`src/logic/mem_pkg.sv`:
```
package mem_pkg;

    localparam int word_w     = 32;
    localparam int reg_addr_w = 5;

    // memory operation carried down from execute
    typedef enum logic [3:0] {
        op_none,
        op_lb,
        op_lbu,
        op_lh,
        op_lhu,
        op_lw,
        op_lwl,
        op_lwr,
        op_sb,
        op_sh,
        op_sw
    } mem_op_t;

    // 120 bits held by the mem and wb pipeline registers
    typedef struct packed {
        logic [word_w-1:0]     pc;
        mem_op_t               mem_op;
        logic                  gr_we;
        logic [reg_addr_w-1:0] dest;
        logic [word_w-1:0]     alu_result;  // final result once past mem
        logic [word_w-1:0]     rt_value;
        logic                  inst_mfc0;
        logic                  inst_mtc0;
        logic                  inst_eret;
        logic [4:0]            cp0_reg;
        logic                  ex;
        logic [4:0]            excode;
    } ms_fields_t;

endpackage

```
`src/logic/cp0_pkg.sv`:
```
package cp0_pkg;

    // cp0 register numbers
    localparam logic [4:0] cp0_badvaddr = 5'd8;
    localparam logic [4:0] cp0_status   = 5'd12;
    localparam logic [4:0] cp0_cause    = 5'd13;
    localparam logic [4:0] cp0_epc      = 5'd14;

    // exception codes for cause.excode
    localparam logic [4:0] exc_adel = 5'd4;  // load or fetch address error
    localparam logic [4:0] exc_ades = 5'd5;  // store address error

    localparam int status_exl_bit = 1;

    // fixed exception vector in the boot region
    localparam logic [31:0] exc_entry = 32'hbfc0_0380;

endpackage

```
`src/logic/stage_if.sv`:
```
`timescale 1ns/1ps

// handshake and payload between the mem and wb stages
interface stage_if
    import mem_pkg::*;
();

    logic       valid;    // stage holds an operation
    logic       allowin;  // next stage can take it
    ms_fields_t fields;

    modport source (
        output valid,
        output fields,
        input  allowin
    );

    modport sink (
        input  valid,
        input  fields,
        output allowin
    );

endinterface

```
`src/logic/wb_stage.sv`:
```
`timescale 1ns/1ps

module wb_stage
    import mem_pkg::*;
    import cp0_pkg::*;
(
    input  logic                  clk,
    input  logic                  reset,
    stage_if.sink                 in,
    output logic                  rf_we,
    output logic [reg_addr_w-1:0] rf_waddr,
    output logic [word_w-1:0]     rf_wdata,
    output logic                  cp0_we,
    output logic [4:0]            cp0_addr,
    output logic [word_w-1:0]     cp0_wdata,
    input  logic [word_w-1:0]     cp0_rdata,
    output logic                  exc_commit,
    output logic [4:0]            exc_code,
    output logic [word_w-1:0]     exc_pc,
    output logic [word_w-1:0]     exc_badvaddr,
    output logic                  eret_commit,
    output logic                  flush,
    output logic [31:0]           flush_target,
    input  logic [31:0]           epc,
    output logic [31:0]           ws_pc
);

    logic       ws_valid;
    logic       ws_ready_go;
    ms_fields_t ws_r;

    assign ws_ready_go = 1'b1;  // retires every cycle
    assign in.allowin  = !ws_valid || ws_ready_go;

    always_ff @(posedge clk) begin
        if (reset || flush) begin
            ws_valid <= 1'b0;
            ws_r     <= '0;
        end else if (in.allowin) begin
            ws_valid <= in.valid;
            ws_r     <= in.fields;
        end
    end

    assign exc_commit   = ws_valid && ws_r.ex;
    assign eret_commit  = ws_valid && ws_r.inst_eret && !ws_r.ex;
    assign exc_code     = ws_r.excode;
    assign exc_pc       = ws_r.pc;
    assign exc_badvaddr = ws_r.alu_result;  // address of the faulting access

    assign flush        = exc_commit || eret_commit;
    assign flush_target = exc_commit ? exc_entry : epc;

    assign cp0_we    = ws_valid && ws_r.inst_mtc0 && !ws_r.ex;
    assign cp0_addr  = ws_r.cp0_reg;
    assign cp0_wdata = ws_r.rt_value;

    assign rf_we    = ws_valid && ws_r.gr_we && !ws_r.ex;
    assign rf_waddr = ws_r.dest;
    assign rf_wdata = ws_r.inst_mfc0 ? cp0_rdata : ws_r.alu_result;
    assign ws_pc    = ws_r.pc;

    // the op behind a committed exception or eret never retires
    a_no_retire_after_flush: assert property (
        @(posedge clk) disable iff (reset) flush |=> !rf_we && !cp0_we
    );

endmodule

```
`src/flat_wrapper.sv`:
```
// flat-port wrapper written by rule: the top's interface ports become plain ports
module wb_stage_flat import mem_pkg::*; import cp0_pkg::*;
  (clk, reset, rf_we, rf_waddr, rf_wdata, cp0_we, cp0_addr, cp0_wdata, cp0_rdata, exc_commit, exc_code, exc_pc, exc_badvaddr, eret_commit, flush, flush_target, epc, ws_pc, in_valid, in_fields, in_allowin);
  stage_if in_i ();
  input  logic clk;
  input  logic reset;
  output logic rf_we;
  output logic [reg_addr_w-1:0] rf_waddr;
  output logic [word_w-1:0] rf_wdata;
  output logic cp0_we;
  output logic [4:0] cp0_addr;
  output logic [word_w-1:0] cp0_wdata;
  input  logic [word_w-1:0] cp0_rdata;
  output logic exc_commit;
  output logic [4:0] exc_code;
  output logic [word_w-1:0] exc_pc;
  output logic [word_w-1:0] exc_badvaddr;
  output logic eret_commit;
  output logic flush;
  output logic [31:0] flush_target;
  input  logic [31:0] epc;
  output logic [31:0] ws_pc;
  input wire logic [$bits(in_i.valid)-1:0] in_valid;
  input wire logic [$bits(in_i.fields)-1:0] in_fields;
  output wire logic [$bits(in_i.allowin)-1:0] in_allowin;
  assign in_i.valid = in_valid;
  assign in_i.fields = in_fields;
  assign in_allowin = in_i.allowin;
  wb_stage u_core (.clk(clk), .reset(reset), .in(in_i), .rf_we(rf_we), .rf_waddr(rf_waddr), .rf_wdata(rf_wdata), .cp0_we(cp0_we), .cp0_addr(cp0_addr), .cp0_wdata(cp0_wdata), .cp0_rdata(cp0_rdata), .exc_commit(exc_commit), .exc_code(exc_code), .exc_pc(exc_pc), .exc_badvaddr(exc_badvaddr), .eret_commit(eret_commit), .flush(flush), .flush_target(flush_target), .epc(epc), .ws_pc(ws_pc));
endmodule
```
`config.mk`:
```
export PLATFORM = sky130hd
export DESIGN_NAME = wb_stage_flat
export DESIGN_NICKNAME = d
export VERILOG_FILES = /design/src/logic/mem_pkg.sv /design/src/logic/cp0_pkg.sv /design/src/logic/stage_if.sv /design/src/logic/wb_stage.sv /design/src/flat_wrapper.sv
export SDC_FILE = /design/constraint.sdc
export NUM_CORES = 1
export LEC_CHECK = 0
export BUFFER_PORTS_ARGS = -buffer_cell sky130_fd_sc_hd__buf_2
export CAP_MARGIN = 25
export CORE_AREA = 2 2 156 158
export CTS_BUF_LIST = sky130_fd_sc_hd__clkbuf_2 sky130_fd_sc_hd__clkbuf_4 sky130_fd_sc_hd__clkbuf_8
export DETAILED_ROUTE_END_ITERATION = 8
export DIE_AREA = 0 0 158 160
export HOLD_SLACK_MARGIN = 0.08
export PLACE_DENSITY = 0.58
export RECOVER_POWER = 25
export SYNTH_ARGS = -nofsm -noshare
export SYNTH_HDL_FRONTEND = slang
export SYNTH_SLANG_ARGS = --single-unit
```
`constraint.sdc`:
```
create_clock -name clk -period 2.13 [get_ports clk]
set_input_delay 0.1065 -clock clk [delete_from_list [all_inputs] [get_ports clk]]
set_output_delay 0.1065 -clock clk [all_outputs]
set_load 0.05 [all_outputs]
```
Word-level counts from Yosys, hierarchy flattened
Index checks and enable logic that the tools add are counted.

Word-level logic and storage cells: 24. Output and inout port bits: 213. Input bits: 187. Flip-flop bits (word level): 117.

Mux-type cells: 2. Reduce and logical (&&, ||, !) cells: 10.

Operators by type and width (number): 32-bit two-way mux (2); 1-bit logical AND (7); 1-bit logical OR (2); 1-bit zero test (1).

Longest topological paths before layout
Depth in word-level cells: 4. Depth in mapped cells: 5. Mapped depth without buffers: 2.

Worst setup path after synthesis
Ideal clock, no wire load.

Kind: register to output. Start: reg u_core.ws_r[13] in the netlist's numbering. End: out rf_wdata[4]. Arrival time: 1211 ps. Path slack: 813 ps. Required time: 2024 ps. Path buffers: 2. Cell stages (with the launch flop): 4. Cells stage by stage: dfxtp_1 -> clkbuf_1 -> buf_2 -> mux2_1.

Word-level cells in the longest chain between the ends: 1.

RTL lines: start, declared (RTL line wb_stage.sv:30) `ms_fields_t ws_r;`; start signal, assigned (RTL line wb_stage.sv:41) `ws_r <= in.fields;`; 32-bit two-way mux (RTL line wb_stage.sv:60) `assign rf_wdata = ws_r.inst_mfc0 ? cp0_rdata : ws_r.alu_result;`; end, declared (RTL line flat_wrapper.sv:9) `output logic [word_w-1:0] rf_wdata;`.

No other way between the ends.

Worst setup path in the final report
Start: reg u_core.ws_r[5] in the netlist's numbering. End: reg u_core.ws_r, in the netlist u_core.exc_pc[0].

Word-level cells in the longest chain between the ends: 4. Elaborated cells on any way between the ends: 5. Classes of those cells: reduce/logical: 5.

RTL lines: 1-bit zero test (RTL line wb_stage.sv:46) `assign eret_commit = ws_valid && ws_r.inst_eret && !ws_r.ex;`; 1-bit logical AND (RTL line wb_stage.sv:46); 1-bit logical OR * (RTL line wb_stage.sv:51) `assign flush = exc_commit || eret_commit;`; 1-bit logical OR * (RTL line wb_stage.sv:36) `if (reset || flush) begin`.

Every way passes the cells marked *; elsewhere a longest branch is shown, timed or not. A chain may end at the register's enable or synchronous reset.

==> results.md <==
* Status: complete, no violations
* Setup slack after layout at 0.1907 ns
* CP required at 2.43 ns
* Vias in the first global route at 4,448
* Reg2reg setup slack at 0.19 ns
* RSZ-0062 raised after global routing: false
* Area of the multi-input gates at 1589 um^2
* Floorplan row count at 57
* Total grt overflow at 0
* Initial Utilization at 21.76%
* CTS tree: done
* Post-Syn Instances at 483
* Seq cells post-synth at 117
* Measured slew at the worst slew-check pin at 0.6637 ns
* Final-report setup violation count at 0
* IO Port Bufs at 394
* Mapped cell area at 5184 um^2
* Max H-tree Level at 4
* Number of max-cap violations at 0
* Inserted Clock Buffers at 17
* Clock-pin slew of the registers on the worst-case setup and hold paths at 0.07 ns
* Pre-CTS setup slack at 0.5533 ns
* GP Congestion at 0.7074
* DR WL/cell at 13.31 um
* Pleak at 3.730 nW
* Drc violations at 0
* # clock sinks at 117
* WS Path Type: reg2reg
* CP max FO at 41
* Startpoint class of the critical path: flip-flop
* Die W at 158 um
* # diodes at 0
* Initial drt markers at 136
* Tot Pwr at 6.269 mW
* Netlist cell types at 16
* Slew HR at 55.94%
* Post-Syn Area per Cell at 10.73 um^2
* Power density cells at 779.1 nW/um^2
* WP data arrival at 2.24 ns
* Via count at 4,509
* Minimum clock period at 1.939 ns
* Total of warnings raised by yosys at 0
* First-pass GRT wire length at 23,200 um
* Max Freq at 0.5157 GHz
* Drt total wl at 15,960 um
* Fin crit share at 91.05%
* Total Routing Usage GR at 11.97%
* CP endpoint kind: flip-flop
* Core Region at 23,820 um^2
* Ports at 400
* Total Nets Final at 1,049
* Die area at 25,280 um^2
* DRT Pass-1 Iters at 4
* Final hold violations at 0
* DP Wirelength at 10,580 um
* Skew final at 0.01075 ns
* Hold depth at 2
* Root Driver: clkbuf_8
* Layout cell share with drive strength beyond 1 at 46.29%
* Fillers at 2,480
* Slew Viols, Final at 0
* Hold Crit Class: in2reg
* Via density at 3.761
* Worst VDD drop at 0.2831 mV
* Register Area at 2342 um^2
* Syn Nets at 670
* Post-route ant nets at 0
* TNS Setup at 0 ns
* Initial antenna violation count at 0
* Clock latency on the worst-skew pair at 0.43 ns
* Clk buf depth at 2
* FF-to-FF path depth at 4
* Largest net degree at the start of global routing at 66
* Post-synthesis sequential area ratio at 45.18%
* Chip Height at 160 um
* P&R area growth vs syn at 55.23%
-- path summary, 6_finish.rpt --
kind              startpoint                   end
max           u_core.ws_r[5]      u_core.exc_pc[0]
min                    reset      u_core.exc_pc[9]
max reg2reg   u_core.ws_r[5]      u_core.exc_pc[0]
min reg2reg  u_core.ws_valid  u_core.cp0_wdata[14]
-- worst max-delay path, cell delays in order (launching register included) --
cell and delay [ns]:
dfxtp_1 0.38, o21a_4 0.53, buf_4 0.29, nor3b_1 0.06
dlygate4sd3_1 0.57
-- cell usage after synthesis (all sizes together) --
library cell | n | share of area (%)
dfxtp | 117 | 45
nand2 | 1 | 0.072
buf | 165 | 23
o21a | 1 | 0.14
clkbuf | 12 | 0.87
nand2b | 12 | 1.4
conb | 1 | 0.072
nor2b | 1 | 0.12
and2 | 23 | 2.8
mux2 | 32 | 7.0
inv | 1 | 0.072
nor3b | 117 | 19
-- layout make-up --
type	instances	area share [%]
timing repair buffer	537	41.08
sequential	117	29.11
multi-input combinational	188	19.75
tap	324	5.038
clock buffer	17	2.908
clock inverter	15	2.068
inverter	1	0.04665
-- through the flow --
step	cell area, um^2	hold WS [ns]	utilization (%)	std cells
3_5_place_dp	6405	0.3452	26.89	1033
4_1_cts	8147	0.09781	34.20	1199
2_1_floorplan	5184	0.2636	-	483
3_3_place_gp	6405	0.3421	26.89	1033
6_report	8046	0.1282	33.78	1199
5_1_grt	8046	0.1231	33.78	1199
-- registers in the layout (all words and copies together) (netlist names) --
register,flops
u_core.ws_r,5
u_core.rf_waddr,5
u_core.ws_valid,1
u_core.exc_pc,32
u_core.cp0_addr,5
u_core.cp0_wdata,32
u_core.exc_badvaddr,32
u_core.exc_code,5
-- timing repair --
item | CTS | global route
gates resized for setup | 0 | 1
endpoints found under the hold margin | 117 | 0
setup buffers | 0 | 0
hold buffers | 134 | 0
endpoints found under the setup margin | 0 | 28
-- power breakdown --
group          switching [mW]  leakage [nW]  total, mW  internal (mW)
Sequential             0.0559         0.973       2.37           2.32
Clock                    1.02         0.200       2.09           1.07
Combinational            1.22          2.56       1.80          0.577
Total                    2.30          3.73       6.27           3.96
-- kinds of logic after synthesis --
group / count (synthesis) / share of synthesized area [%]
muxes: 32 / 6.951
DFF: 117 / 45.18
buffers and inverters: 178 / 24.35
and+or+nand+nor: 154 / 23.29
AOI/OAI and AO/OA: 1 / 0.1449
other: 1 / 0.07234
-- placed cells by master (no fill, tap or decap) --
cell           synthesis  final
and2_1                23     23
buf_12                 0      2
buf_2                 16    311
buf_4                145      8
bufinv_16              0      2
clkbuf_1              12     82
clkbuf_8               0     17
clkinv_2               0      2
clkinv_4               0      2
clkinvlp_4             0      2
conb_1                 1      1
dfxtp_1              117    117
dlygate4sd3_1          0    134
inv_1                  1      1
inv_6                  0      6
inv_8                  0      1
mux2_1                 2      2
mux2_2                30     30
nand2_2                0      1
nand2b_1              12     12
nor2b_1                1      1
nor3b_1               97     97
nor3b_2               20     20
o21a_4                 0      1
-- per-layer routing --
layer	GRT usage (%)	wire, um	share of wire (%)	up-vias
li1	-	-	-	2198
met1	12.92	6334	40	2075
met2	21.56	7949	50	217
met3	3.826	1388	8.7	19
met4	4.545	286	1.8	0
met5	0	0	0	-
Power figures use the tool's default switching activity.
