$ cat config.mk
export PLATFORM = sky130hd
export DESIGN_NAME = mem_stage_flat
export DESIGN_NICKNAME = d
export VERILOG_FILES = /design/src/logic/mem_pkg.sv /design/src/logic/cp0_pkg.sv /design/src/logic/stage_if.sv /design/src/logic/mem_stage.sv /design/src/flat_wrapper.sv
export SDC_FILE = /design/constraint.sdc
export NUM_CORES = 1
export LEC_CHECK = 0
export BUFFER_PORTS_ARGS = -buffer_cell sky130_fd_sc_hd__buf_2
export CORE_AREA = 4 4 148 150
export CTS_BUF_LIST = sky130_fd_sc_hd__clkbuf_8
export DETAILED_ROUTE_END_ITERATION = 6
export DIE_AREA = 0 0 152 154
export PLACE_DENSITY = 0.7
export SLEW_MARGIN = 0
export SYNTH_ARGS = -nofsm -noshare
export SYNTH_HDL_FRONTEND = slang
export SYNTH_SLANG_ARGS = --single-unit
$ cat constraint.sdc
create_clock -name clk -period 4.3 [get_ports clk]
set_clock_uncertainty 0.15 [all_clocks]
set_input_delay 0.645 -clock clk [delete_from_list [all_inputs] [get_ports clk]]
set_output_delay 0.645 -clock clk [all_outputs]
set_load 0.02 [all_outputs]
$ cat src/logic/mem_pkg.sv
package mem_pkg;

    localparam int word_w     = 32;
    localparam int reg_addr_w = 5;

    // memory operation carried down from execute
    typedef enum logic [3:0] {
        op_none,
        op_lb,
        op_lbu,
        op_lh,
        op_lhu,
        op_lw,
        op_lwl,
        op_lwr,
        op_sb,
        op_sh,
        op_sw
    } mem_op_t;

    // 120 bits held by the mem and wb pipeline registers
    typedef struct packed {
        logic [word_w-1:0]     pc;
        mem_op_t               mem_op;
        logic                  gr_we;
        logic [reg_addr_w-1:0] dest;
        logic [word_w-1:0]     alu_result;  // final result once past mem
        logic [word_w-1:0]     rt_value;
        logic                  inst_mfc0;
        logic                  inst_mtc0;
        logic                  inst_eret;
        logic [4:0]            cp0_reg;
        logic                  ex;
        logic [4:0]            excode;
    } ms_fields_t;

endpackage

$ cat src/logic/cp0_pkg.sv
package cp0_pkg;

    // cp0 register numbers
    localparam logic [4:0] cp0_badvaddr = 5'd8;
    localparam logic [4:0] cp0_status   = 5'd12;
    localparam logic [4:0] cp0_cause    = 5'd13;
    localparam logic [4:0] cp0_epc      = 5'd14;

    // exception codes for cause.excode
    localparam logic [4:0] exc_adel = 5'd4;  // load or fetch address error
    localparam logic [4:0] exc_ades = 5'd5;  // store address error

    localparam int status_exl_bit = 1;

    // fixed exception vector in the boot region
    localparam logic [31:0] exc_entry = 32'hbfc0_0380;

endpackage

$ cat src/logic/stage_if.sv
`timescale 1ns/1ps

// handshake and payload between the mem and wb stages
interface stage_if
    import mem_pkg::*;
();

    logic       valid;    // stage holds an operation
    logic       allowin;  // next stage can take it
    ms_fields_t fields;

    modport source (
        output valid,
        output fields,
        input  allowin
    );

    modport sink (
        input  valid,
        input  fields,
        output allowin
    );

endinterface

$ cat src/logic/mem_stage.sv
`timescale 1ns/1ps

module mem_stage
    import mem_pkg::*;
    import cp0_pkg::*;
(
    input  logic                  clk,
    input  logic                  reset,
    input  logic                  flush,
    input  logic                  ex_valid,
    input  mem_op_t               ex_mem_op,
    input  logic [word_w-1:0]     ex_alu_result,
    input  logic [word_w-1:0]     ex_rt_value,
    input  logic [reg_addr_w-1:0] ex_dest,
    input  logic                  ex_gr_we,
    input  logic                  ex_inst_mfc0,
    input  logic                  ex_inst_mtc0,
    input  logic                  ex_inst_eret,
    input  logic [4:0]            ex_cp0_reg,
    input  logic [word_w-1:0]     ex_pc,
    input  logic                  ex_ex,
    input  logic [4:0]            ex_excode,
    output logic                  ms_allowin,
    output logic                  ram_en,
    output logic [3:0]            ram_we,
    output logic [word_w-1:0]     ram_addr,
    output logic [word_w-1:0]     ram_wdata,
    input  logic [31:0]           ram_rdata,
    stage_if.source               out,
    output logic [reg_addr_w-1:0] fwd_ms_dest,
    output logic [word_w-1:0]     fwd_ms_result,
    output logic                  ms_inst_mfc0_fwd,
    output logic                  ms_ex_fwd
);

    logic        ms_valid;
    ms_fields_t  ms_r;
    ms_fields_t  fields_in;
    logic        accept;
    logic [1:0]  ex_off;
    logic        mis_load;
    logic        mis_store;
    logic [3:0]  st_be;
    logic [1:0]  off;
    logic [7:0]  byte_sel;
    logic [15:0] half_sel;
    logic [31:0] load_data;
    logic [31:0] final_result;
    logic        is_load;

    assign ms_allowin = !ms_valid || out.allowin;
    assign accept     = ex_valid && ms_allowin && !flush;

    // alignment checks on the incoming address
    assign ex_off    = ex_alu_result[1:0];
    assign mis_load  = ((ex_mem_op == op_lh || ex_mem_op == op_lhu) && ex_off[0])
                    || (ex_mem_op == op_lw && ex_off != 2'b00);
    assign mis_store = (ex_mem_op == op_sh && ex_off[0])
                    || (ex_mem_op == op_sw && ex_off != 2'b00);

    always_comb begin
        fields_in = '{pc: ex_pc, mem_op: ex_mem_op, gr_we: ex_gr_we, dest: ex_dest,
                      alu_result: ex_alu_result, rt_value: ex_rt_value,
                      inst_mfc0: ex_inst_mfc0, inst_mtc0: ex_inst_mtc0,
                      inst_eret: ex_inst_eret, cp0_reg: ex_cp0_reg,
                      ex: ex_ex, excode: ex_excode};
        if (!ex_ex && mis_load) begin
            fields_in.ex     = 1'b1;
            fields_in.excode = exc_adel;  // alu_result already is badvaddr
        end else if (!ex_ex && mis_store) begin
            fields_in.ex     = 1'b1;
            fields_in.excode = exc_ades;
        end
    end

    // store lanes
    always_comb begin
        case (ex_mem_op)
            op_sb: begin
                st_be     = 4'b0001 << ex_off;
                ram_wdata = {4{ex_rt_value[7:0]}};
            end
            op_sh: begin
                st_be     = ex_off[1] ? 4'b1100 : 4'b0011;
                ram_wdata = {2{ex_rt_value[15:0]}};
            end
            op_sw: begin
                st_be     = 4'b1111;
                ram_wdata = ex_rt_value;
            end
            default: begin
                st_be     = 4'b0000;
                ram_wdata = ex_rt_value;
            end
        endcase
    end

    assign ram_en   = accept;                        // read only on acceptance
    assign ram_addr = {ex_alu_result[31:2], 2'b00};
    assign ram_we   = (accept && !ex_ex && !mis_store) ? st_be : 4'b0000;

    always_ff @(posedge clk) begin
        if (reset || flush) begin
            ms_valid <= 1'b0;
        end else if (ms_allowin) begin
            ms_valid <= ex_valid;
        end
    end

    always_ff @(posedge clk) begin
        if (reset || flush) begin
            ms_r <= '0;
        end else if (accept) begin
            ms_r <= fields_in;
        end
    end

    // load alignment and extension
    assign off      = ms_r.alu_result[1:0];
    assign byte_sel = ram_rdata[{off, 3'b000} +: 8];
    assign half_sel = off[1] ? ram_rdata[31:16] : ram_rdata[15:0];
    assign is_load  = ms_r.mem_op inside {op_lb, op_lbu, op_lh, op_lhu, op_lw, op_lwl, op_lwr};

    always_comb begin
        case (ms_r.mem_op)
            op_lb:  load_data = {{24{byte_sel[7]}}, byte_sel};
            op_lbu: load_data = {24'd0, byte_sel};
            op_lh:  load_data = {{16{half_sel[15]}}, half_sel};
            op_lhu: load_data = {16'd0, half_sel};
            op_lwl: begin
                case (off)
                    2'd0:    load_data = {ram_rdata[7:0], ms_r.rt_value[23:0]};
                    2'd1:    load_data = {ram_rdata[15:0], ms_r.rt_value[15:0]};
                    2'd2:    load_data = {ram_rdata[23:0], ms_r.rt_value[7:0]};
                    default: load_data = ram_rdata;
                endcase
            end
            op_lwr: begin
                case (off)
                    2'd0:    load_data = ram_rdata;
                    2'd1:    load_data = {ms_r.rt_value[31:24], ram_rdata[31:8]};
                    2'd2:    load_data = {ms_r.rt_value[31:16], ram_rdata[31:16]};
                    default: load_data = {ms_r.rt_value[31:8], ram_rdata[31:24]};
                endcase
            end
            default: load_data = ram_rdata;  // lw
        endcase
    end

    // faulting loads keep the address for badvaddr
    assign final_result = (is_load && !ms_r.ex) ? load_data : ms_r.alu_result;

    always_comb begin
        out.fields            = ms_r;
        out.fields.alu_result = final_result;
    end
    assign out.valid = ms_valid;

    assign fwd_ms_dest      = (ms_valid && ms_r.gr_we) ? ms_r.dest : '0;
    assign fwd_ms_result    = final_result;
    assign ms_inst_mfc0_fwd = ms_valid && ms_r.inst_mfc0;
    assign ms_ex_fwd        = ms_valid && ms_r.ex;

    // the word read on an accepting edge belongs to the op held in the next cycle
    a_read_matches_op: assert property (
        @(posedge clk) disable iff (reset)
        ram_en |=> ms_valid && (ms_r.alu_result[31:2] == $past(ram_addr[31:2]))
    );

endmodule

$ cat src/flat_wrapper.sv
// flat-port wrapper written by rule: the top's interface ports become plain ports
module mem_stage_flat import mem_pkg::*; import cp0_pkg::*;
  (clk, reset, flush, ex_valid, ex_mem_op, ex_alu_result, ex_rt_value, ex_dest, ex_gr_we, ex_inst_mfc0, ex_inst_mtc0, ex_inst_eret, ex_cp0_reg, ex_pc, ex_ex, ex_excode, ms_allowin, ram_en, ram_we, ram_addr, ram_wdata, ram_rdata, fwd_ms_dest, fwd_ms_result, ms_inst_mfc0_fwd, ms_ex_fwd, out_valid, out_fields, out_allowin);
  stage_if out_i ();
  input  logic clk;
  input  logic reset;
  input  logic flush;
  input  logic ex_valid;
  input  mem_op_t ex_mem_op;
  input  logic [word_w-1:0] ex_alu_result;
  input  logic [word_w-1:0] ex_rt_value;
  input  logic [reg_addr_w-1:0] ex_dest;
  input  logic ex_gr_we;
  input  logic ex_inst_mfc0;
  input  logic ex_inst_mtc0;
  input  logic ex_inst_eret;
  input  logic [4:0] ex_cp0_reg;
  input  logic [word_w-1:0] ex_pc;
  input  logic ex_ex;
  input  logic [4:0] ex_excode;
  output logic ms_allowin;
  output logic ram_en;
  output logic [3:0] ram_we;
  output logic [word_w-1:0] ram_addr;
  output logic [word_w-1:0] ram_wdata;
  input  logic [31:0] ram_rdata;
  output logic [reg_addr_w-1:0] fwd_ms_dest;
  output logic [word_w-1:0] fwd_ms_result;
  output logic ms_inst_mfc0_fwd;
  output logic ms_ex_fwd;
  output wire logic [$bits(out_i.valid)-1:0] out_valid;
  output wire logic [$bits(out_i.fields)-1:0] out_fields;
  input wire logic [$bits(out_i.allowin)-1:0] out_allowin;
  assign out_valid = out_i.valid;
  assign out_fields = out_i.fields;
  assign out_i.allowin = out_allowin;
  mem_stage u_core (.clk(clk), .reset(reset), .flush(flush), .ex_valid(ex_valid), .ex_mem_op(ex_mem_op), .ex_alu_result(ex_alu_result), .ex_rt_value(ex_rt_value), .ex_dest(ex_dest), .ex_gr_we(ex_gr_we), .ex_inst_mfc0(ex_inst_mfc0), .ex_inst_mtc0(ex_inst_mtc0), .ex_inst_eret(ex_inst_eret), .ex_cp0_reg(ex_cp0_reg), .ex_pc(ex_pc), .ex_ex(ex_ex), .ex_excode(ex_excode), .ms_allowin(ms_allowin), .ram_en(ram_en), .ram_we(ram_we), .ram_addr(ram_addr), .ram_wdata(ram_wdata), .ram_rdata(ram_rdata), .out(out_i), .fwd_ms_dest(fwd_ms_dest), .fwd_ms_result(fwd_ms_result), .ms_inst_mfc0_fwd(ms_inst_mfc0_fwd), .ms_ex_fwd(ms_ex_fwd));
endmodule
### Word level (Yosys, flattened, before mapping)

Cells that the tools add are included.

| operators by class | value |
|---|---|
| eq/ne operators | 15 |
| shifts and indexed selects | 2 |
| muxes and demuxes | 12 |
| reductions and logical operators | 27 |

Operators with widths:

| kind | number |
|---|---|
| case mux 32 bit (3 select lines) | 2 |
| case mux 32 bit (6 select lines) | 1 |
| case mux 32 bit (2 select lines) | 1 |
| two-way mux 32 bit | 1 |
| indexed part select 32 x 6 -> 8 bit | 1 |
| equality test 4 x 3 -> 1 bit, second input constant | 6 |
| two-way mux 16 bit | 1 |
| logical AND 1 bit | 14 |
| equality test 4 x 2 -> 1 bit, second input constant | 3 |
| equality test 4 bit, second input constant | 3 |
| two-way mux 6 bit | 2 |
| case mux 4 bit (3 select lines) | 1 |
| two-way mux 4 bit | 2 |
| nonzero test 7 bit | 1 |
| logical NOT 1 bit | 5 |
| logical OR 1 bit | 5 |
| two-way mux 5 bit | 1 |
| equality test 4 x 1 -> 1 bit, second input constant | 1 |
| << shifter 1 x 2 -> 4 bit, first input constant | 1 |
| equality test 2 x 1 -> 1 bit, second input constant | 1 |
| equality test 2 bit, second input constant | 1 |
| logical NOT 2 bit | 1 |
| nonzero test 2 bit | 1 |

| storage, ports and cells | value |
|---|---|
| bits in registers | 121 |

### Logic depth before layout (Yosys ltp)

Gate-level depths: netlist (run 1).

| logic depth | value |
|---|---|
| word-level depth | 7 |
| depth in mapped cells | 9 |
| gate-level depth less buffers | 5 |

### Worst setup path after synthesis (run 1)

OpenSTA, ideal clock, no wires.

| path | value |
|---|---|
| path kind | input port to output port |
| start point | in out_allowin |
| end point | out ram_we[0] |
| arrival | 2626 ps |
| required time | 3505 ps |
| path slack | 879 ps |
| stages on the path | 4 |
| path buffers | 0 |
| path through | nand2b_1 > nor3b_2 > nand2_1 > a2111oi_0 |

| between the ends | value |
|---|---|
| longest elaborated chain between the ends | 6 |

Ends and longest elaborated chain:

| what | RTL line | text |
|---|---|---|
| start: declaration | flat_wrapper.sv:33 | `input wire logic [$bits(out_i.allowin)-1:0] out_allowin;` |
| logical OR 1 bit | mem_stage.sv:51 | `assign ms_allowin = !ms_valid \|\| out.allowin;` |
| logical AND 1 bit (2 in a row) | mem_stage.sv:52 | `assign accept = ex_valid && ms_allowin && !flush;` |
| via ram_en | flat_wrapper.sv:22 | `output logic ram_en;` |
| logical AND 1 bit (2 in a row) | mem_stage.sv:100 | `assign ram_we = (accept && !ex_ex && !mis_store) ? st_be : 4'b0000;` |
| two-way mux 4 bit | mem_stage.sv:100 |  |
| end: declaration | flat_wrapper.sv:23 | `output logic [3:0] ram_we;` |

The timed path passes the listed nets, and every way through them passes these cells.

### Final worst setup path (run 1)

| path | value |
|---|---|
| start point | reg u_core.ms_r, in the netlist u_core.out.fields[84] |
| end point | out fwd_ms_result[7] |

| between the ends | value |
|---|---|
| longest elaborated chain between the ends | 4 |
| elaborated cells between the ends (all ways) | 11 |
| those cells by class | eq/ne: 7; mux: 2; reduce/logical: 2 |

Ends and longest elaborated chain:

| what | RTL line | text |
|---|---|---|
| start: declaration | mem_stage.sv:37 | `ms_fields_t ms_r;` |
| start signal: assignment | mem_stage.sv:114 | `ms_r <= fields_in;` |
| equality test 4 x 1 -> 1 bit (tied with other cells) | mem_stage.sv:122, mem_stage.sv:125 |  |
| nonzero test 7 bit | mem_stage.sv:122 | `assign is_load = ms_r.mem_op inside {op_lb, op_lbu, op_lh, op_lhu, op_lw, op_lwl, op_lwr};` |
| logical AND 1 bit | mem_stage.sv:151 | `assign final_result = (is_load && !ms_r.ex) ? load_data : ms_r.alu_result;` |
| two-way mux 32 bit * | mem_stage.sv:151 |  |
| end: declaration | flat_wrapper.sv:28 | `output logic [word_w-1:0] fwd_ms_result;` |

Every way passes the cells marked *; elsewhere a longest branch is shown, timed or not.

==> flow_summary_export.csv, run 1 <==
group,metric,value,unit
global_route,gr-total-overflow,0,
clock_tree,cts.repair.resized,0,
power_and_ir_drop,leakagePower,4.317,nW
status,status,"complete, no violations",
synth,synthSimpleGateAreaFrac,20.72,%
detailed_routing,wl_per_cell,19.41,um
clock_tree,root_buffer,"clkbuf_8",
sta,tightest_slew,1.075,ns
die,initial_core_util,39.40,%
detailed_routing,drtIter0Drc,757,
global_route,use_met3,6.699,%
clock_tree,cts_buffers,17,
detailed_routing,drt_first_pass_iters,5,
power_and_ir_drop,combPwrFrac,23.5,%
synth,synth-compound-area-share,19.39,%
clock_tree,ctsHoldBuffers,0,
setup_path,cp-end-kind,"primary output",
placement,hpwl,23.28,mm
synth,ys_top_cells_by_area,"dfxtp_1 (30%), buf_4 (15%), nand2_1 (13%)",
synth,syn_area,8152,um2
global_route,grt_max_degree,93,
power_and_ir_drop,seqPwrFrac,38.4,%
sta,setup_violations,0,
global_route,grt_antenna_before_repair,1,
global_route,grt_pass1_vias,7956,
cells_and_area,num_antenna_cells,0,
synth,synth_adder_area_share,0,%
clock_tree,cts_tree,"done",
synth,yosysSeqAreaShare,29.72,%
clock_tree,clk_pin_slew,0.08,ns
placement,io_buffers,384,
setup_path,critical_path.startpoint_type,"flip-flop",
placement,place_congestion,0.9340,
power_and_ir_drop,intPower,2.044,mW
die,dieArea,23410,um2
cells_and_area,mostFrequentLayoutCells,"buf_2 (384), nand2_1 (280), a21oi_1 (169), dfxtp_1 (119), mux2i_1 (50)",
clock_tree,htreeDepth,4,
sta,setup_tns,0,ns
global_route,gr-usage-met2,40.39,%
setup_path,startpoint,"u_core.out.fields[84]",
placement,place_inst,1565,
die,die_w,152,um
clock_tree,cts.sinks,121,
clock_tree,clk-insertion-delay-late,0.44,ns
clock_tree,post-cts-setup-buffers,0,
setup_path,cp_max_fo,32,
synth,synth.area.mux_share,10.61,%
setup_path,r2r-end,"u_core.out.fields[95]",
power_and_ir_drop,ir_drop,0.2114,mV
setup_path,r2r-start,"u_core.out.valid",
synth,synth_edf_count,0,
sta,finalCritPeriodShare,90.43,%
worst_hold_path,hold_path_end,"u_core.out.fields[4]",
cells_and_area,final_layout_size_suffix_gt1_share,35.63,%
power_and_ir_drop,p_sw_share,34.36,%
clock_tree,cts_max_path_buffers,2,
setup_path,critPathArrivalTime,3.09,ns
cells_and_area,final_common_cell,"buf_2",
detailed_routing,viasPerCell,5.315,
sta,max_freq,0.2572,GHz
power_and_ir_drop,power_density,330.5,nW/um2
sta,relSlewSlack,28.34,%
power_and_ir_drop,power.share.clock,38.1,%
sta,fin_crit,3.888,ns
die,coreArea,20690,um2
worst_hold_path,holdPathStages,2,
synth,synth_top_family_by_area,"simple AND/OR/NAND/NOR gates",
synth,synth_top_area_share,29.72,%
power_and_ir_drop,switchingPower,1.070,mW
global_route,grt_pass1_wl,46.16,mm
detailed_routing,drt-total-wl,31.01,mm
synth,synth_cell_types,47,
sta,rsz0062_at_grt,"false",
job,drv_cap,0,
synth,synth_area_per_cell,7.182,um2
worst_hold_path,hold_path_startpoint,"ex_excode[4]",
global_route,grtUsageMet1,32.20,%
synth,yosysTopAreaCell,"dfxtp_1",
detailed_routing,vias,8488,
setup_path,reg2reg_slack,1.93,ns
global_route,top_usage_layer,"met2",
setup_path,crit_type,"reg -> out",
sta,hold_viol_final,0,
setup_path,worstPathRequired,3.50,ns
synth,synth.yosys.warnings,0,
sta,final_max_slew_viol_count,0,
synth,synth-seq-cells,121,
synth,syn_inst,1135,
setup_path,rr_worst_depth,5,
worst_hold_path,hold_path.class,"in -> reg",
synth,async_reset_ff_share,0,%
detailed_routing,route.detailed.drc,0,
synth,synth-xor-area-share,0.2149,%
cells_and_area,stdcell_count,1597,
die,ioPinCount,387,
synth,synthFlopType,"dfxtp_1",
die,placementRows,53,
die,die_h,154,um
detailed_routing,drtAntennaViolNets,0,
cells_and_area,syn2layout_area_growth,15.58,%
cells_and_area,nets,1466,
global_route,grt_usage,24.84,%
## layout make-up
class	count	area, um2
clock buffers	17	234.0
clock inverters	15	212.7
fillers	2146	11270
inverters	4	15.01
multi-input cells	769	4179
flip-flops and latches	121	2425
well taps	275	344.1
repair buffers	396	2012
## critical path, stage by stage, from the launching register on
cell and delay, ns:
dfxtp_1 0.42, nor3_1 0.38, or3_1 0.85, or3_1 0.20, o21ai_0 0.15, a31oi_1 0.38
buf_2 0.25
## routing by layer
metal	wire, um	part of all wire [%]
met4	778	2.5
met1	12940	42
met3	2815	9.1
met5	0	0
met2	14470	47
## state kept, by name, summed over array words and instances (netlist names)
name               count
u_core.ms_r           32
u_core.out.fields     88
u_core.out.valid       1
## synthesized netlist by cell type, types with 2 or more instances
cell type	n
a211oi_1	2
a21oi_1	169
a22o_1	3
a31oi_1	24
and2_1	4
and3_1	6
buf_1	8
buf_2	19
buf_4	160
buf_6	2
clkbuf_1	52
dfxtp_1	121
inv_1	4
mux2_2	31
mux2i_1	50
nand2_1	281
nand2b_1	3
nand3_1	2
nor2_1	44
nor2b_1	4
nor3_1	10
nor3b_1	2
o211ai_1	24
o21a_1	9
o21ai_0	45
o21ai_1	3
or3_1	33
## power by group through the flow
stage / sequential, mW / clock, mW / combinational (mW)
detailed placement: 1.22 / 0 / 0.727
CTS: 1.19 / 1.22 / 0.730
finish: 1.19 / 1.19 / 0.732
global placement: 1.22 / 0 / 0.723
floorplan: 1.20 / 0 / 0.542
global route: 1.20 / 1.27 / 0.787
## per-stage QoR
| step | hold slack, ns | setup slack [ns] | area (um2) | power, mW | util (%) |
|---|---|---|---|---|---|
| finish | 0.2716 | 0.4116 | 9422 | 3.114 | 45.54 |
| global route | 0.2450 | 0.2353 | 9422 | 3.256 | 45.54 |
| CTS | 0.2316 | 0.4516 | 9422 | 3.141 | 45.54 |
| detailed placement | 0.2935 | 0.9500 | 8975 | 1.947 | 43.38 |
| global placement | 0.2886 | 1.025 | 8975 | 1.942 | 43.38 |
| floorplan | 0.2832 | 0.8786 | 8155 | 1.741 | - |
## worst max path at each step
stage / endpoint / depth (start not counted)
final: fwd_ms_result[7] / 6
after CTS: fwd_ms_result[6] / 6
after global placement: fwd_ms_result[18] / 7
after global routing: fwd_ms_result[6] / 6
after floorplan: ram_we[0] / 4
after detailed placement: out_fields[63] / 7
## cells by family after synthesis
| kind of cell | count (synthesis) |
|---|---|
| AOI/OAI and AO/OA | 285 |
| buffers and inverters | 246 |
| and+or+nand+nor | 398 |
| DFF | 121 |
| other | 1 |
| xor gates and xnor gates | 2 |
| muxes | 82 |
Power figures use the tool's default switching activity.
==> inputs of run 2 (changes only) <==
==> constraint.sdc (replaced) <==
create_clock -name clk -period 4.3 [get_ports clk]
set_clock_uncertainty 0.15 [all_clocks]
set_input_delay 1.29 -clock clk [delete_from_list [all_inputs] [get_ports clk]]
set_output_delay 1.29 -clock clk [all_outputs]
set_load 0.02 [all_outputs]
==> flow_summary_export.csv, run 2 (same netlist as run 1, synthesis figures left out) <==
group,metric,value,unit
status,status,"complete, no violations",
die,placementRows,53,
setup_path,cp-endpoint,"out_fields[57]",
placement,placed_area,9156,um2
die,die_h,154,um
sta,relSlewSlack,29.29,%
sta,fin_crit,4.263,ns
clock_tree,cts_tree,"done",
setup_path,path_depth,7,
die,die_w,152,um
sta,setup_violations,0,
sta,finalCritPeriodShare,99.14,%
detailed_routing,route.detailed.drc,0,
clock_tree,cts.sinks,121,
setup_path,critPathArrivalTime,2.82,ns
power_and_ir_drop,leakagePower,4.370,nW
setup_path,cpMaxStageDelayCell,"and2_2",
global_route,grt_pass1_vias,7937,
setup_path,cp_top_family,"simple AND/OR/NAND/NOR gates",
job,drv_cap,0,
setup_path,cpPeakStageDelay,0.35,ns
worst_hold_path,holdPathStages,2,
die,initial_core_util,39.40,%
global_route,gr-total-overflow,0,
die,dieArea,23410,um2
cells_and_area,mostFrequentLayoutCells,"buf_2 (381), nand2_1 (280), a21oi_1 (169), dfxtp_1 (118), mux2i_1 (50)",
detailed_routing,wl_per_cell,19.17,um
cells_and_area,fin_area,9567,um2
sta,hold_viol_final,0,
setup_path,worstPathRequired,2.86,ns
global_route,grt_usage,24.96,%
clock_tree,clk-insertion-delay-late,0.43,ns
global_route,grt_max_degree,91,
detailed_routing,drtIter0Drc,624,
sta,setup_tns,0,ns
setup_path,startpoint,"ram_rdata[7]",
detailed_routing,dr_wl_met3,2.521,mm
setup_path,path_cells,"buf_2, mux2_4, or3_4, o311ai_2, and2_2, a31oi_1, buf_2",
cells_and_area,final_layout_size_suffix_gt1_share,37.01,%
cells_and_area,nets,1484,
cells_and_area,largest_reg_flops,88,
sta,tightest_slew,1.061,ns
setup_path,rr_worst_depth,5,
placement,place_congestion,0.9693,
sta,setup_slack,0.03681,ns
setup_path,cp-end-kind,"primary output",
sta,final_max_slew_viol_count,0,
detailed_routing,vias,8472,
setup_path,reg2reg_slack,2.05,ns
setup_path,crit_type,"in -> out",
die,ioPinCount,387,
setup_path,critical_path.startpoint_type,"primary input",
placement,place_ws,-0.07456,ns
placement,hpwl,23.46,mm
setup_path,cp_max_fo,8,
global_route,grt_antenna_before_repair,0,
cells_and_area,final_common_cell,"buf_2",
detailed_routing,drt_first_pass_iters,5,
clock_tree,clk_pin_slew,0.07,ns
detailed_routing,dr_wl_met2,14.58,mm
global_route,grt_pass1_wl,46.32,mm
power_and_ir_drop,ir_drop,0.1779,mV
detailed_routing,wl_met1,13.19,mm
cells_and_area,syn2layout_area_growth,17.36,%
detailed_routing,drtAntennaViolNets,0,
detailed_routing,viasPerCell,5.246,
power_and_ir_drop,power_density,299.6,nW/um2
setup_path,path_common_cell,"buf_2",
cells_and_area,num_antenna_cells,0,
clock_tree,root_buffer,"clkbuf_8",
setup_path,r2r-start,"u_core.out.valid",
clock_tree,cts_max_path_buffers,2,
setup_path,r2r-end,"u_core.out.fields[116]",
detailed_routing,drt-total-wl,30.97,mm
clock_tree,htreeDepth,4,
clock_tree,cts_buffers,17,
setup_path,cp_num_buf_inv,2,
detailed_routing,routed.top_layer,"met4",
sta,max_freq,0.2346,GHz
die,coreArea,20690,um2
placement,io_buffers,384,
worst_hold_path,hold_path.class,"reg -> reg",
sta,timing.hold.ws,0.3043,ns
-- run 2: routing by layer --
| metal | GRT usage, % | up-vias |
|---|---|---|
| met2 | 40.79 | 427 |
| met3 | 6.530 | 42 |
| li1 | - | 4072 |
| met1 | 32.45 | 3931 |
| met4 | 7.534 | 0 |
| met5 | 0 | - |
-- run 2: how the worst min path moves through the flow --
stage / start / end
detailed placement: u_core.out.fields[92] / u_core.out.fields[92]
floorplan: u_core.ms_r[48] / u_core.ms_r[48]
global route: u_core.out.fields[11] / u_core.out.fields[11]
CTS: u_core.out.fields[92] / u_core.out.fields[92]
global placement: u_core.out.fields[7] / u_core.out.fields[7]
finish: u_core.out.fields[88] / u_core.out.fields[88]
-- run 2: area by class of cell --
| class | instances | area [um2] |
|---|---|---|
| fillers | 2152 | 11120 |
| inverters | 4 | 15.01 |
| repair buffers | 414 | 2222 |
| clock inverters | 15 | 107.6 |
| multi-input cells | 769 | 4218 |
| clock buffers | 17 | 234.0 |
| well taps | 275 | 344.1 |
| flip-flops and latches | 121 | 2426 |
-- run 2: metrics by stage --
stage,std cells,total power [mW],util [%]
final,1615,2.866,46.24
after global routing,1615,3.017,46.24
after CTS,1614,2.885,45.91
after detailed placement,1582,1.963,44.26
after global placement,1582,1.957,44.26
after floorplan,1136,1.741,-
-- run 2: worst min-delay path, stage by stage, from the launching register on --
cell	delay, ns
dfxtp_1	0.31
nand2_1	0.05
a21oi_1	0.05
-- run 2: what timing repair did --
action                                  4_1_cts  5_1_grt
gates resized for setup                       1       11
hold buffers                                  0        0
pin swaps                                     0        2
buffers inserted                              0        0
gates cloned                                  0        1
endpoints found under the setup margin       14       44
-- run 2: where the power goes --
part           leakage, nW  switching [mW]  internal (mW)  total (mW)
clock network        0.167           0.522          0.396       0.918
logic                 3.22           0.495          0.260       0.755
registers            0.987          0.0367           1.16        1.19
total                 4.37            1.05           1.81        2.87
